**src/tom_pkg.sv**
```systemverilog
// ~~~~~~~~~~~~~~~~~~~~~~~~~~~~~~~~~~~~~~~~~~~~~~~~~~~~~~~~~~~~~~~~~~~~~~
// Shared definitions for the video timing and interrupt block
// Widths, register map offsets, register select enum, interrupt bits
// ~~~~~~~~~~~~~~~~~~~~~~~~~~~~~~~~~~~~~~~~~~~~~~~~~~~~~~~~~~~~~~~~~~~~~~
package tom_pkg;

	// Host register port widths
	localparam int TOM_DATA_W = 16;
	localparam int TOM_ADDR_W = 8;

	// Video counters and timing registers
	localparam int TOM_CNT_W = 11;

	// Interrupt sources, one bit each in enable and pending
	localparam int TOM_INT_N = 3;
	localparam int INT_VID = 0;
	localparam int INT_PIT = 1;
	localparam int INT_DSP = 2;

	// INT1 write carries clear bits from here upwards
	// Same field holds the enables on read
	localparam int INT_CLR_LSB = 8;

	// VMODE bit that runs the video counters
	localparam int VMODE_VIDEN = 0;

	// Byte offsets of the host registers, all even
	localparam logic [TOM_ADDR_W-1:0] ADDR_HC = 8'h04;
	localparam logic [TOM_ADDR_W-1:0] ADDR_VC = 8'h06;
	localparam logic [TOM_ADDR_W-1:0] ADDR_VMODE = 8'h28;
	localparam logic [TOM_ADDR_W-1:0] ADDR_HP = 8'h2E;
	localparam logic [TOM_ADDR_W-1:0] ADDR_HBB = 8'h30;
	localparam logic [TOM_ADDR_W-1:0] ADDR_HS = 8'h3A;
	localparam logic [TOM_ADDR_W-1:0] ADDR_VP = 8'h3E;
	localparam logic [TOM_ADDR_W-1:0] ADDR_VBB = 8'h40;
	localparam logic [TOM_ADDR_W-1:0] ADDR_VS = 8'h44;
	localparam logic [TOM_ADDR_W-1:0] ADDR_VI = 8'h4E;
	localparam logic [TOM_ADDR_W-1:0] ADDR_PIT0 = 8'h50;
	localparam logic [TOM_ADDR_W-1:0] ADDR_PIT1 = 8'h52;
	localparam logic [TOM_ADDR_W-1:0] ADDR_INT1 = 8'hE0;

	// Decoded register select
	// REG_NONE covers odd and unmapped addresses
	typedef enum logic [3:0] {
		REG_NONE,
		REG_VMODE,
		REG_HP,
		REG_HBB,
		REG_HS,
		REG_VP,
		REG_VBB,
		REG_VS,
		REG_VI,
		REG_HC,
		REG_VC,
		REG_PIT0,
		REG_PIT1,
		REG_INT1
	} tom_reg_e;

endpackage
```
**src/tom_top.sv**
```systemverilog
// ~~~~~~~~~~~~~~~~~~~~~~~~~~~~~~~~~~~~~~~~~~~~~~~~~~~~~~~~~~~~~~~~~~~~~~
// Video timing and interrupt block top, register port and read bus
// ~~~~~~~~~~~~~~~~~~~~~~~~~~~~~~~~~~~~~~~~~~~~~~~~~~~~~~~~~~~~~~~~~~~~~~
`timescale 1ns/1ps

module tom_top (
	input  logic                           clk,
	input  logic                           rst_n_i,
	input  logic [tom_pkg::TOM_ADDR_W-1:0] addr_i,
	input  logic [tom_pkg::TOM_DATA_W-1:0] wdata_i,
	input  logic                           wr_i,
	input  logic                           rd_i,
	input  logic                           dint_i,
	output logic [tom_pkg::TOM_DATA_W-1:0] rdata_o,
	output logic                           rvalid_o,
	output logic                           hblank_o,
	output logic                           vblank_o,
	output logic                           blank_o,
	output logic                           hsync_n_o,
	output logic                           vsync_n_o,
	output logic                           intl_o
);
	import tom_pkg::*;

	tom_reg_e reg_sel;

	// Read bus sources, each a value with its own enable
	logic [TOM_DATA_W-1:0] vid_rd_data;
	logic vid_rd_en;
	logic [TOM_DATA_W-1:0] pit_rd_data;
	logic pit_rd_en;
	logic [TOM_DATA_W-1:0] int_rd_data;
	logic int_rd_en;
	logic [TOM_DATA_W-1:0] rd_bus;

	logic [TOM_INT_N-1:0] irq;
	logic vint;
	logic tick;

	logic [TOM_DATA_W-1:0] rdata_q;
	logic rvalid_q;

	tom_reg_decode u_decode (
		.addr_i    (addr_i),
		.reg_sel_o (reg_sel)
	);

	tom_video_timing u_vid (
		.clk       (clk),
		.rst_n_i   (rst_n_i),
		.reg_sel_i (reg_sel),
		.wr_i      (wr_i),
		.wdata_i   (wdata_i),
		.rd_data_o (vid_rd_data),
		.rd_en_o   (vid_rd_en),
		.vint_o    (vint),
		.hblank_o  (hblank_o),
		.vblank_o  (vblank_o),
		.blank_o   (blank_o),
		.hsync_n_o (hsync_n_o),
		.vsync_n_o (vsync_n_o)
	);

	tom_pit u_pit (
		.clk       (clk),
		.rst_n_i   (rst_n_i),
		.reg_sel_i (reg_sel),
		.wr_i      (wr_i),
		.wdata_i   (wdata_i),
		.rd_data_o (pit_rd_data),
		.rd_en_o   (pit_rd_en),
		.tick_o    (tick)
	);

	// Event vector in INT_ bit order, DSP edge is found inside the controller
	always_comb begin
		irq = '0;
		irq[INT_VID] = vint;
		irq[INT_PIT] = tick;
		irq[INT_DSP] = 1'b0;
	end

	tom_int_ctrl u_int (
		.clk       (clk),
		.rst_n_i   (rst_n_i),
		.reg_sel_i (reg_sel),
		.wr_i      (wr_i),
		.wdata_i   (wdata_i),
		.irq_i     (irq),
		.dint_i    (dint_i),
		.rd_data_o (int_rd_data),
		.rd_en_o   (int_rd_en),
		.intl_o    (intl_o)
	);

	// OR merge under the enables, nothing enabled reads as zero
	assign rd_bus = (vid_rd_en ? vid_rd_data : '0)
		| (pit_rd_en ? pit_rd_data : '0)
		| (int_rd_en ? int_rd_data : '0);

	// Data captured on the rd_i edge, valid one cycle later
	always_ff @(posedge clk or negedge rst_n_i) begin
		if (!rst_n_i) begin
			rdata_q <= '0;
		end else if (rd_i) begin
			rdata_q <= rd_bus;
		end
	end

	always_ff @(posedge clk or negedge rst_n_i) begin
		if (!rst_n_i) begin
			rvalid_q <= 1'b0;
		end else begin
			rvalid_q <= rd_i;
		end
	end

	assign rdata_o = rdata_q;
	assign rvalid_o = rvalid_q;

endmodule

```
**src/tom_int_ctrl.sv**
```systemverilog
// ~~~~~~~~~~~~~~~~~~~~~~~~~~~~~~~~~~~~~~~~~~~~~~~~~~~~~~~~~~~~~~~~~~~~~~
// Interrupt controller, enable and pending bits, active-low CPU line
// ~~~~~~~~~~~~~~~~~~~~~~~~~~~~~~~~~~~~~~~~~~~~~~~~~~~~~~~~~~~~~~~~~~~~~~
`timescale 1ns/1ps

module tom_int_ctrl (
	input  logic                           clk,
	input  logic                           rst_n_i,
	input  tom_pkg::tom_reg_e              reg_sel_i,
	input  logic                           wr_i,
	input  logic [tom_pkg::TOM_DATA_W-1:0] wdata_i,
	input  logic [tom_pkg::TOM_INT_N-1:0]  irq_i,
	input  logic                           dint_i,
	output logic [tom_pkg::TOM_DATA_W-1:0] rd_data_o,
	output logic                           rd_en_o,
	output logic                           intl_o
);
	import tom_pkg::*;

	// Two synchronizer stages then one more for the edge compare
	logic [2:0] dint_q;
	logic dint_rise;

	logic [TOM_INT_N-1:0] evt;
	logic [TOM_INT_N-1:0] int_en_q;
	logic [TOM_INT_N-1:0] int_pend_q;
	logic [TOM_INT_N-1:0] int_clr;
	logic int1_wr;
	logic intl_q;

	always_ff @(posedge clk or negedge rst_n_i) begin
		if (!rst_n_i) begin
			dint_q <= '0;
		end else begin
			dint_q <= {dint_q[1:0], dint_i};
		end
	end

	// Level held high gives a single event
	assign dint_rise = dint_q[1] & ~dint_q[2];

	// DSP slot of irq_i comes in tied low, the edge fills it
	always_comb begin
		evt = irq_i;
		evt[INT_DSP] = irq_i[INT_DSP] | dint_rise;
	end

	assign int1_wr = wr_i && (reg_sel_i == REG_INT1);
	assign int_clr = int1_wr ? wdata_i[INT_CLR_LSB +: TOM_INT_N] : '0;

	always_ff @(posedge clk or negedge rst_n_i) begin
		if (!rst_n_i) begin
			int_en_q <= '0;
			int_pend_q <= '0;
		end else begin
			// Low bits of an INT1 write load the enables
			if (int1_wr) begin
				int_en_q <= wdata_i[TOM_INT_N-1:0];
			end
			// OR-in after the clear, a new event beats a clear
			int_pend_q <= (int_pend_q & ~int_clr) | evt;
		end
	end

	// Registered CPU line, low while any enabled source is pending
	always_ff @(posedge clk or negedge rst_n_i) begin
		if (!rst_n_i) begin
			intl_q <= 1'b1;
		end else begin
			intl_q <= ~|(int_pend_q & int_en_q);
		end
	end

	assign intl_o = intl_q;

	// INT1 read, pending low, enables where the clear field sits on writes
	always_comb begin
		rd_data_o = '0;
		rd_en_o = (reg_sel_i == REG_INT1);
		if (rd_en_o) begin
			rd_data_o[TOM_INT_N-1:0] = int_pend_q;
			rd_data_o[INT_CLR_LSB +: TOM_INT_N] = int_en_q;
		end
	end

endmodule

```
**src/tom_pit.sv**
```systemverilog
// ~~~~~~~~~~~~~~~~~~~~~~~~~~~~~~~~~~~~~~~~~~~~~~~~~~~~~~~~~~~~~~~~~~~~~~
// Programmable interval timer, prescaler and divider down-counters
// ~~~~~~~~~~~~~~~~~~~~~~~~~~~~~~~~~~~~~~~~~~~~~~~~~~~~~~~~~~~~~~~~~~~~~~
`timescale 1ns/1ps

module tom_pit (
	input  logic                           clk,
	input  logic                           rst_n_i,
	input  tom_pkg::tom_reg_e              reg_sel_i,
	input  logic                           wr_i,
	input  logic [tom_pkg::TOM_DATA_W-1:0] wdata_i,
	output logic [tom_pkg::TOM_DATA_W-1:0] rd_data_o,
	output logic                           rd_en_o,
	output logic                           tick_o
);
	import tom_pkg::*;

	// Programmed values
	logic [TOM_DATA_W-1:0] pit0_q;
	logic [TOM_DATA_W-1:0] pit1_q;

	// Live down-counters
	logic [TOM_DATA_W-1:0] presc_q;
	logic [TOM_DATA_W-1:0] div_q;

	logic wr_pit0;
	logic wr_pit1;
	logic run;
	logic presc_zero;
	logic div_zero;

	assign wr_pit0 = wr_i && (reg_sel_i == REG_PIT0);
	assign wr_pit1 = wr_i && (reg_sel_i == REG_PIT1);

	// Zero in either register stops the timer
	assign run = (pit0_q != '0) && (pit1_q != '0);
	assign presc_zero = (presc_q == '0);
	assign div_zero = (div_q == '0);

	always_ff @(posedge clk or negedge rst_n_i) begin
		if (!rst_n_i) begin
			pit0_q <= '0;
			pit1_q <= '0;
			presc_q <= '0;
			div_q <= '0;
		end else begin
			if (wr_pit0) begin
				pit0_q <= wdata_i;
			end
			if (wr_pit1) begin
				pit1_q <= wdata_i;
			end
			if (wr_pit0 || wr_pit1) begin
				// Restart the count using the value just written
				presc_q <= wr_pit0 ? wdata_i : pit0_q;
				div_q <= wr_pit1 ? wdata_i : pit1_q;
			end else if (presc_zero) begin
				// PIT0+1 clocks per divider step
				presc_q <= pit0_q;
				div_q <= div_zero ? pit1_q : div_q - 1'b1;
			end else begin
				presc_q <= presc_q - 1'b1;
			end
		end
	end

	// One clock wide, both counters pass through zero together once a period
	assign tick_o = run & presc_zero & div_zero;

	always_comb begin
		rd_data_o = '0;
		rd_en_o = 1'b1;
		case (reg_sel_i)
			REG_PIT0: rd_data_o = pit0_q;
			REG_PIT1: rd_data_o = pit1_q;
			default: rd_en_o = 1'b0;
		endcase
	end

endmodule

```
**src/tom_video_timing.sv**
```systemverilog
// ~~~~~~~~~~~~~~~~~~~~~~~~~~~~~~~~~~~~~~~~~~~~~~~~~~~~~~~~~~~~~~~~~~~~~~
// Video timing, H/V counters with blanking, sync and vertical interrupt
// ~~~~~~~~~~~~~~~~~~~~~~~~~~~~~~~~~~~~~~~~~~~~~~~~~~~~~~~~~~~~~~~~~~~~~~
`timescale 1ns/1ps

module tom_video_timing (
	input  logic                           clk,
	input  logic                           rst_n_i,
	input  tom_pkg::tom_reg_e              reg_sel_i,
	input  logic                           wr_i,
	input  logic [tom_pkg::TOM_DATA_W-1:0] wdata_i,
	output logic [tom_pkg::TOM_DATA_W-1:0] rd_data_o,
	output logic                           rd_en_o,
	output logic                           vint_o,
	output logic                           hblank_o,
	output logic                           vblank_o,
	output logic                           blank_o,
	output logic                           hsync_n_o,
	output logic                           vsync_n_o
);
	import tom_pkg::*;

	// Mode register kept at full width, only VIDEN is used here
	logic [TOM_DATA_W-1:0] vmode_q;

	// Horizontal timing, in clocks from start of line
	logic [TOM_CNT_W-1:0] hp_q;
	logic [TOM_CNT_W-1:0] hbb_q;
	logic [TOM_CNT_W-1:0] hs_q;

	// Vertical timing, in lines from start of frame
	logic [TOM_CNT_W-1:0] vp_q;
	logic [TOM_CNT_W-1:0] vbb_q;
	logic [TOM_CNT_W-1:0] vs_q;
	logic [TOM_CNT_W-1:0] vi_q;

	// Beam position
	logic [TOM_CNT_W-1:0] hc_q;
	logic [TOM_CNT_W-1:0] vc_q;

	logic viden;
	logic line_end;
	logic frame_end;

	assign viden = vmode_q[VMODE_VIDEN];

	// Compare with >= so a period shrunk under the count still wraps
	assign line_end = (hc_q >= hp_q);
	assign frame_end = (vc_q >= vp_q);

	// Host writes to the timing registers
	always_ff @(posedge clk or negedge rst_n_i) begin
		if (!rst_n_i) begin
			vmode_q <= '0;
			hp_q <= '0;
			hbb_q <= '0;
			hs_q <= '0;
			vp_q <= '0;
			vbb_q <= '0;
			vs_q <= '0;
			vi_q <= '0;
		end else if (wr_i) begin
			case (reg_sel_i)
				REG_VMODE: vmode_q <= wdata_i;
				REG_HP: hp_q <= wdata_i[TOM_CNT_W-1:0];
				REG_HBB: hbb_q <= wdata_i[TOM_CNT_W-1:0];
				REG_HS: hs_q <= wdata_i[TOM_CNT_W-1:0];
				REG_VP: vp_q <= wdata_i[TOM_CNT_W-1:0];
				REG_VBB: vbb_q <= wdata_i[TOM_CNT_W-1:0];
				REG_VS: vs_q <= wdata_i[TOM_CNT_W-1:0];
				REG_VI: vi_q <= wdata_i[TOM_CNT_W-1:0];
				// HC and VC are read only, rest belongs elsewhere
				default: ;
			endcase
		end
	end

	// Beam counters
	// VIDEN is seen one edge after its write, so 0 holds for that cycle
	always_ff @(posedge clk or negedge rst_n_i) begin
		if (!rst_n_i) begin
			hc_q <= '0;
			vc_q <= '0;
		end else if (!viden) begin
			hc_q <= '0;
			vc_q <= '0;
		end else if (line_end) begin
			hc_q <= '0;
			// Line wrap steps the vertical count
			if (frame_end) begin
				vc_q <= '0;
			end else begin
				vc_q <= vc_q + 1'b1;
			end
		end else begin
			hc_q <= hc_q + 1'b1;
		end
	end

	// Blanking is the tail of each line and of each frame
	// Forced on while the counters are stopped
	assign hblank_o = ~viden | (hc_q >= hbb_q);
	assign vblank_o = ~viden | (vc_q >= vbb_q);
	assign blank_o = hblank_o | vblank_o;

	// Active low syncs run from the start point to the wrap
	assign hsync_n_o = ~(viden & (hc_q >= hs_q));
	assign vsync_n_o = ~(viden & (vc_q >= vs_q));

	// First clock of line VI
	assign vint_o = viden & (hc_q == '0) & (vc_q == vi_q);

	// Read side of the register bus, narrow values zero-extended
	always_comb begin
		rd_data_o = '0;
		rd_en_o = 1'b1;
		case (reg_sel_i)
			REG_VMODE: rd_data_o = vmode_q;
			REG_HP: rd_data_o[TOM_CNT_W-1:0] = hp_q;
			REG_HBB: rd_data_o[TOM_CNT_W-1:0] = hbb_q;
			REG_HS: rd_data_o[TOM_CNT_W-1:0] = hs_q;
			REG_VP: rd_data_o[TOM_CNT_W-1:0] = vp_q;
			REG_VBB: rd_data_o[TOM_CNT_W-1:0] = vbb_q;
			REG_VS: rd_data_o[TOM_CNT_W-1:0] = vs_q;
			REG_VI: rd_data_o[TOM_CNT_W-1:0] = vi_q;
			REG_HC: rd_data_o[TOM_CNT_W-1:0] = hc_q;
			REG_VC: rd_data_o[TOM_CNT_W-1:0] = vc_q;
			default: rd_en_o = 1'b0;
		endcase
	end

endmodule

```
**src/tom_reg_decode.sv**
```systemverilog
// ~~~~~~~~~~~~~~~~~~~~~~~~~~~~~~~~~~~~~~~~~~~~~~~~~~~~~~~~~~~~~~~~~~~~~~
// Register address decode, byte address to register select
// ~~~~~~~~~~~~~~~~~~~~~~~~~~~~~~~~~~~~~~~~~~~~~~~~~~~~~~~~~~~~~~~~~~~~~~
`timescale 1ns/1ps

module tom_reg_decode (
	input  logic [tom_pkg::TOM_ADDR_W-1:0] addr_i,
	output tom_pkg::tom_reg_e              reg_sel_o
);
	import tom_pkg::*;

	// Purely combinational, same select serves reads and writes
	// Owners qualify it with wr_i, the top level with rd_i
	always_comb begin
		case (addr_i)
			// Video mode and horizontal timing
			ADDR_VMODE: reg_sel_o = REG_VMODE;
			ADDR_HP: reg_sel_o = REG_HP;
			ADDR_HBB: reg_sel_o = REG_HBB;
			ADDR_HS: reg_sel_o = REG_HS;

			// Vertical timing and interrupt line
			ADDR_VP: reg_sel_o = REG_VP;
			ADDR_VBB: reg_sel_o = REG_VBB;
			ADDR_VS: reg_sel_o = REG_VS;
			ADDR_VI: reg_sel_o = REG_VI;

			// Live counters, read only
			ADDR_HC: reg_sel_o = REG_HC;
			ADDR_VC: reg_sel_o = REG_VC;

			// Interval timer
			ADDR_PIT0: reg_sel_o = REG_PIT0;
			ADDR_PIT1: reg_sel_o = REG_PIT1;

			// Interrupt enable, clear and pending
			ADDR_INT1: reg_sel_o = REG_INT1;

			// Every mapped offset is even
			// so odd addresses land here along with holes in the map
			default: reg_sel_o = REG_NONE;
		endcase
	end

endmodule

```
**config.mk**
```make
export PLATFORM = sky130hd
export DESIGN_NAME = tom_top
export DESIGN_NICKNAME = d
export VERILOG_FILES = /design/src/tom_pkg.sv /design/src/tom_top.sv /design/src/tom_int_ctrl.sv /design/src/tom_pit.sv /design/src/tom_video_timing.sv /design/src/tom_reg_decode.sv
export SDC_FILE = /design/constraint.sdc
export NUM_CORES = 1
export LEC_CHECK = 0
export ABC_AREA = 0
export BUFFER_PORTS_ARGS = -buffer_cell sky130_fd_sc_hd__buf_4
export CAP_MARGIN = 25
export CORE_ASPECT_RATIO = 0.6
export CORE_MARGIN = 2
export CORE_UTILIZATION = 50
export CTS_CLUSTER_DIAMETER = 80
export DETAILED_ROUTE_END_ITERATION = 6
export HOLD_SLACK_MARGIN = 0.06
export MAX_ROUTING_LAYER = met4
export PLACE_DENSITY_LB_ADDON = 0.3
export SLEW_MARGIN = 20
export SYNTH_ARGS = -nofsm -noshare
export SYNTH_HDL_FRONTEND = slang
export SYNTH_HIERARCHICAL = 1
export SYNTH_SLANG_ARGS = --single-unit
```
**constraint.sdc**
```tcl
create_clock -name clk -period 4.14 [get_ports clk]
set_input_delay 0.828 -clock clk [delete_from_list [all_inputs] [get_ports clk]]
set_output_delay 0.828 -clock clk [all_outputs]
set_load 0.05 [all_outputs]
```
==> impl_results.md <==
- Status: complete, no violations
- Max Clk Rate: 259.5 MHz
- Largest net degree at the start of global routing: 118
- Synth-to-layout area growth: 11.62%
- WP buf/inv: 3
- Clk pwr share: 0.365
- Slew @ Worst Pin: 0.9823 ns
- Port Buf Inserts: 51
- Setup violations, final: 0
- First-pass GRT wire length: 63430 um
- Post-CTS sizing: 0
- Ports: 52
- Vias per cell: 6.473
- Share of cells above drive strength 1: 0.1865
- Yosys warns: 6
- Int Power: 3.769 mW
- Slowest CP cell: dfrtp_1
- Post-Route WL: 41540 um
- Hold Fails Final Rpt: 0
- Asr flop ratio synth: 1.000
- TritonCTS clock tree: built
- Flops & latches, synth: 206
- Clock Latency Late Sink: 0.52 ns
- CP max FO: 5
- Global route overflow: 0
- Die outline width: 208.1 um
- Post-synth top cells: 205 x dfrtp_1, 90 x nand2_1, 86 x mux2_2
- Synth top area share: 0.4107
- GR Util All Layers: 0.3294
- Most used DFF post-synth: dfrtp_1
- Placed wire-length estimate: 30210 um
- Leakage: 6.411 nW
- Max Slew Vio Count: 0
- Cell count after synthesis: 1254
- Top area cells in the synthesized netlist: dfrtp_1 41%, mux2_2 7.8%, ha_1 7.3%
- Number of fill cells: 2106
- DIE AREA: 26300 um^2
- CTS H-tree depth: 1
- Total CTS buffers: 21
- Net Switching: 1.648 mW
- Data arrival, critical path: 3.03 ns
- Drt drc: 0
- Initial DRC count: 1249
- Sequential power share: 0.449
- CP delay by family, top: simple AND/OR/NAND/NOR gates
- Setup crit start kind: flip-flop
- Starting Density: 0.5133
- Core area: 24330 um^2
- Syn avg cell area: 9.961 um^2
- Hold crit path type: flip-flop to flip-flop
- Routability cong.: 0.9665
- CP peak stage delay: 0.57 ns
- Comb power frac: 0.186
- DIE HEIGHT: 126.4 um
- Unrepaired setup endpoints after global routing: false
- Final #Nets: 1398
- Root buffer cell: clkbuf_16
- Core Rows: 44
- Worst path cell trace: inv_1, ha_1, nand2b_1, a211oi_1, nor3_1, nor4_1, o21ai_0, buf_4, or2_1, buf_4
- Maxcap violations: 0
- Final ANT Viol Nets: 0
- Initial antenna violation count: 1
- Rel. slew slack: 0.3451
- Cell variety after synth: 86
- Cell mode on critical path: buf_4
- Setup CP Type: flip-flop to primary output
- Total Neg Setup Slack: 0 ns
- Tcrit/Tclk final: 0.9309
- Reg clk slew, reported paths: 0.07 ns
- Mapped Area: 12490 um^2
- # hold bufs at CTS: 0
- Cell Pwr Density: 388.5 nW/um^2
- CP endpoint kind: primary output
- Wirelength per Cell: 25.47 um
- CP required: 3.31 ns
- Via count: 10560
- Peak VDD IR: 0.0002211 V
- Clock skew: 0.01233 ns
- Switching share of power: 0.3042
- Vias in the first global route: 9878
- Clock sink total: 206
- Minimum clock period: 3.854 ns
- Number of flops mapped to enable cells by yosys: 0
- Total Power: 5.416 mW
- Most common cell in the synthesized netlist: dfrtp_1
- Setup repair bufs after CTS: 0
- Area leader, netlist: dfrtp_1
- DR pass1 iterations: 7
- CTS Buffer Depth: 3
- Sequential-to-total area share from yosys stat: 0.4128
==> kinds of logic after synthesis <==
group	count (synthesis)	synth area share
muxes	118	0.1078
AOI/OAI and AO/OA	295	0.1632
adders and majority gates	73	0.07312
other	2	0.0006012
buffers and inverters	154	0.05580
xor gates and xnor gates	32	0.02244
DFF	206	0.4128
and+or+nand+nor	374	0.1643
==> power by group through the flow <==
stage          clock, mW  sequential, mW  combinational, mW
2_1_floorplan          0            2.39              0.643
3_3_place_gp           0            2.45              0.968
3_5_place_dp           0            2.45              0.992
4_1_cts             2.01            2.42              0.997
5_1_grt             2.09            2.44               1.11
6_report            1.98            2.43               1.01
==> stage by stage <==
step	worst slack (ns)	instances	instance area (um^2)	util	hold slack [ns]
3_3_place_gp	0.1763	1595	13250	0.5445	0.3336
5_1_grt	0.2428	1631	13940	0.5730	0.3720
6_report	0.2862	1631	13940	0.5730	0.3478
3_5_place_dp	0.09901	1595	13250	0.5445	0.3347
4_1_cts	0.3732	1630	13930	0.5727	0.3491
2_1_floorplan	0.5516	1263	12520	-	0.3312
==> placed cells by master, fill, tap and decap left out, types with 30 or more instances in the layout <==
cell type	instances
nand2_1	90
nor2_1	77
dfrtp_1	205
inv_1	78
ha_1	73
o21ai_0	71
buf_4	81
mux2_2	86
nand3_1	30
a21oi_1	43
==> layer usage <==
| metal | routed length [um] | up-vias | share of wire | track usage |
|---|---|---|---|---|
| met5 | 0 | - | 0 | - |
| met4 | 912 | 0 | 0.022 | 0.06675 |
| met3 | 5782 | 70 | 0.14 | 0.1292 |
| met2 | 15540 | 562 | 0.37 | 0.3981 |
| met1 | 19310 | 5239 | 0.46 | 0.5034 |
| li1 | - | 4686 | - | - |
==> path summary, 6_finish.rpt <==
| path | to | depth (start not counted) | start | slack, ns |
|---|---|---|---|---|
| min reg2reg | u_int/dint_q[1] | 0 | u_int/dint_q[0] | 0.35 |
| max reg2reg | u_vid/vc_q[0] | 9 | u_vid/hc_q[0] | 1.26 |
| max | blank_o | 10 | u_vid/vc_q[0] | 0.29 |
| max in group asynchronous | u_vid/vc_q[2] | 2 | rst_n_i | 2.79 |
| min in group asynchronous | u_vid/hc_q[9] | 1 | rst_n_i | 0.37 |
| min | u_int/dint_q[1] | 0 | u_int/dint_q[0] | 0.35 |
==> final cells by class <==
type / count / area [um^2] / area share
well taps: 322 / 402.9 / 0.02890
inverters: 78 / 292.8 / 0.02100
clock inverters: 7 / 113.9 / 0.008167
repair buffers: 86 / 703.2 / 0.05044
flip-flops and latches: 206 / 5156 / 0.3698
multi-input cells: 903 / 6699 / 0.4805
clock buffers: 28 / 571.8 / 0.04101
diodes: 1 / 2.502 / 0.0001795
==> sequential cells by signal, summed over array words and instances, names as in the netlist <==
name	flops
u_pit/div_q	16
u_vid/vs_q	11
u_vid/vc_q	11
rvalid_o	1
u_vid/hp_q	11
u_pit/pit0_q	16
u_vid/vmode_q	16
u_vid/vi_q	11
u_int/intl_o	1
u_vid/hc_q	11
u_vid/hs_q	11
u_vid/hbb_q	11
u_int/int_en_q	3
u_pit/presc_q	16
u_int/dint_q	3
u_pit/pit1_q	16
u_vid/vbb_q	11
rdata_o	16
u_vid/vp_q	11
u_int/int_pend_q	3
(Power assumes the default switching activity.)
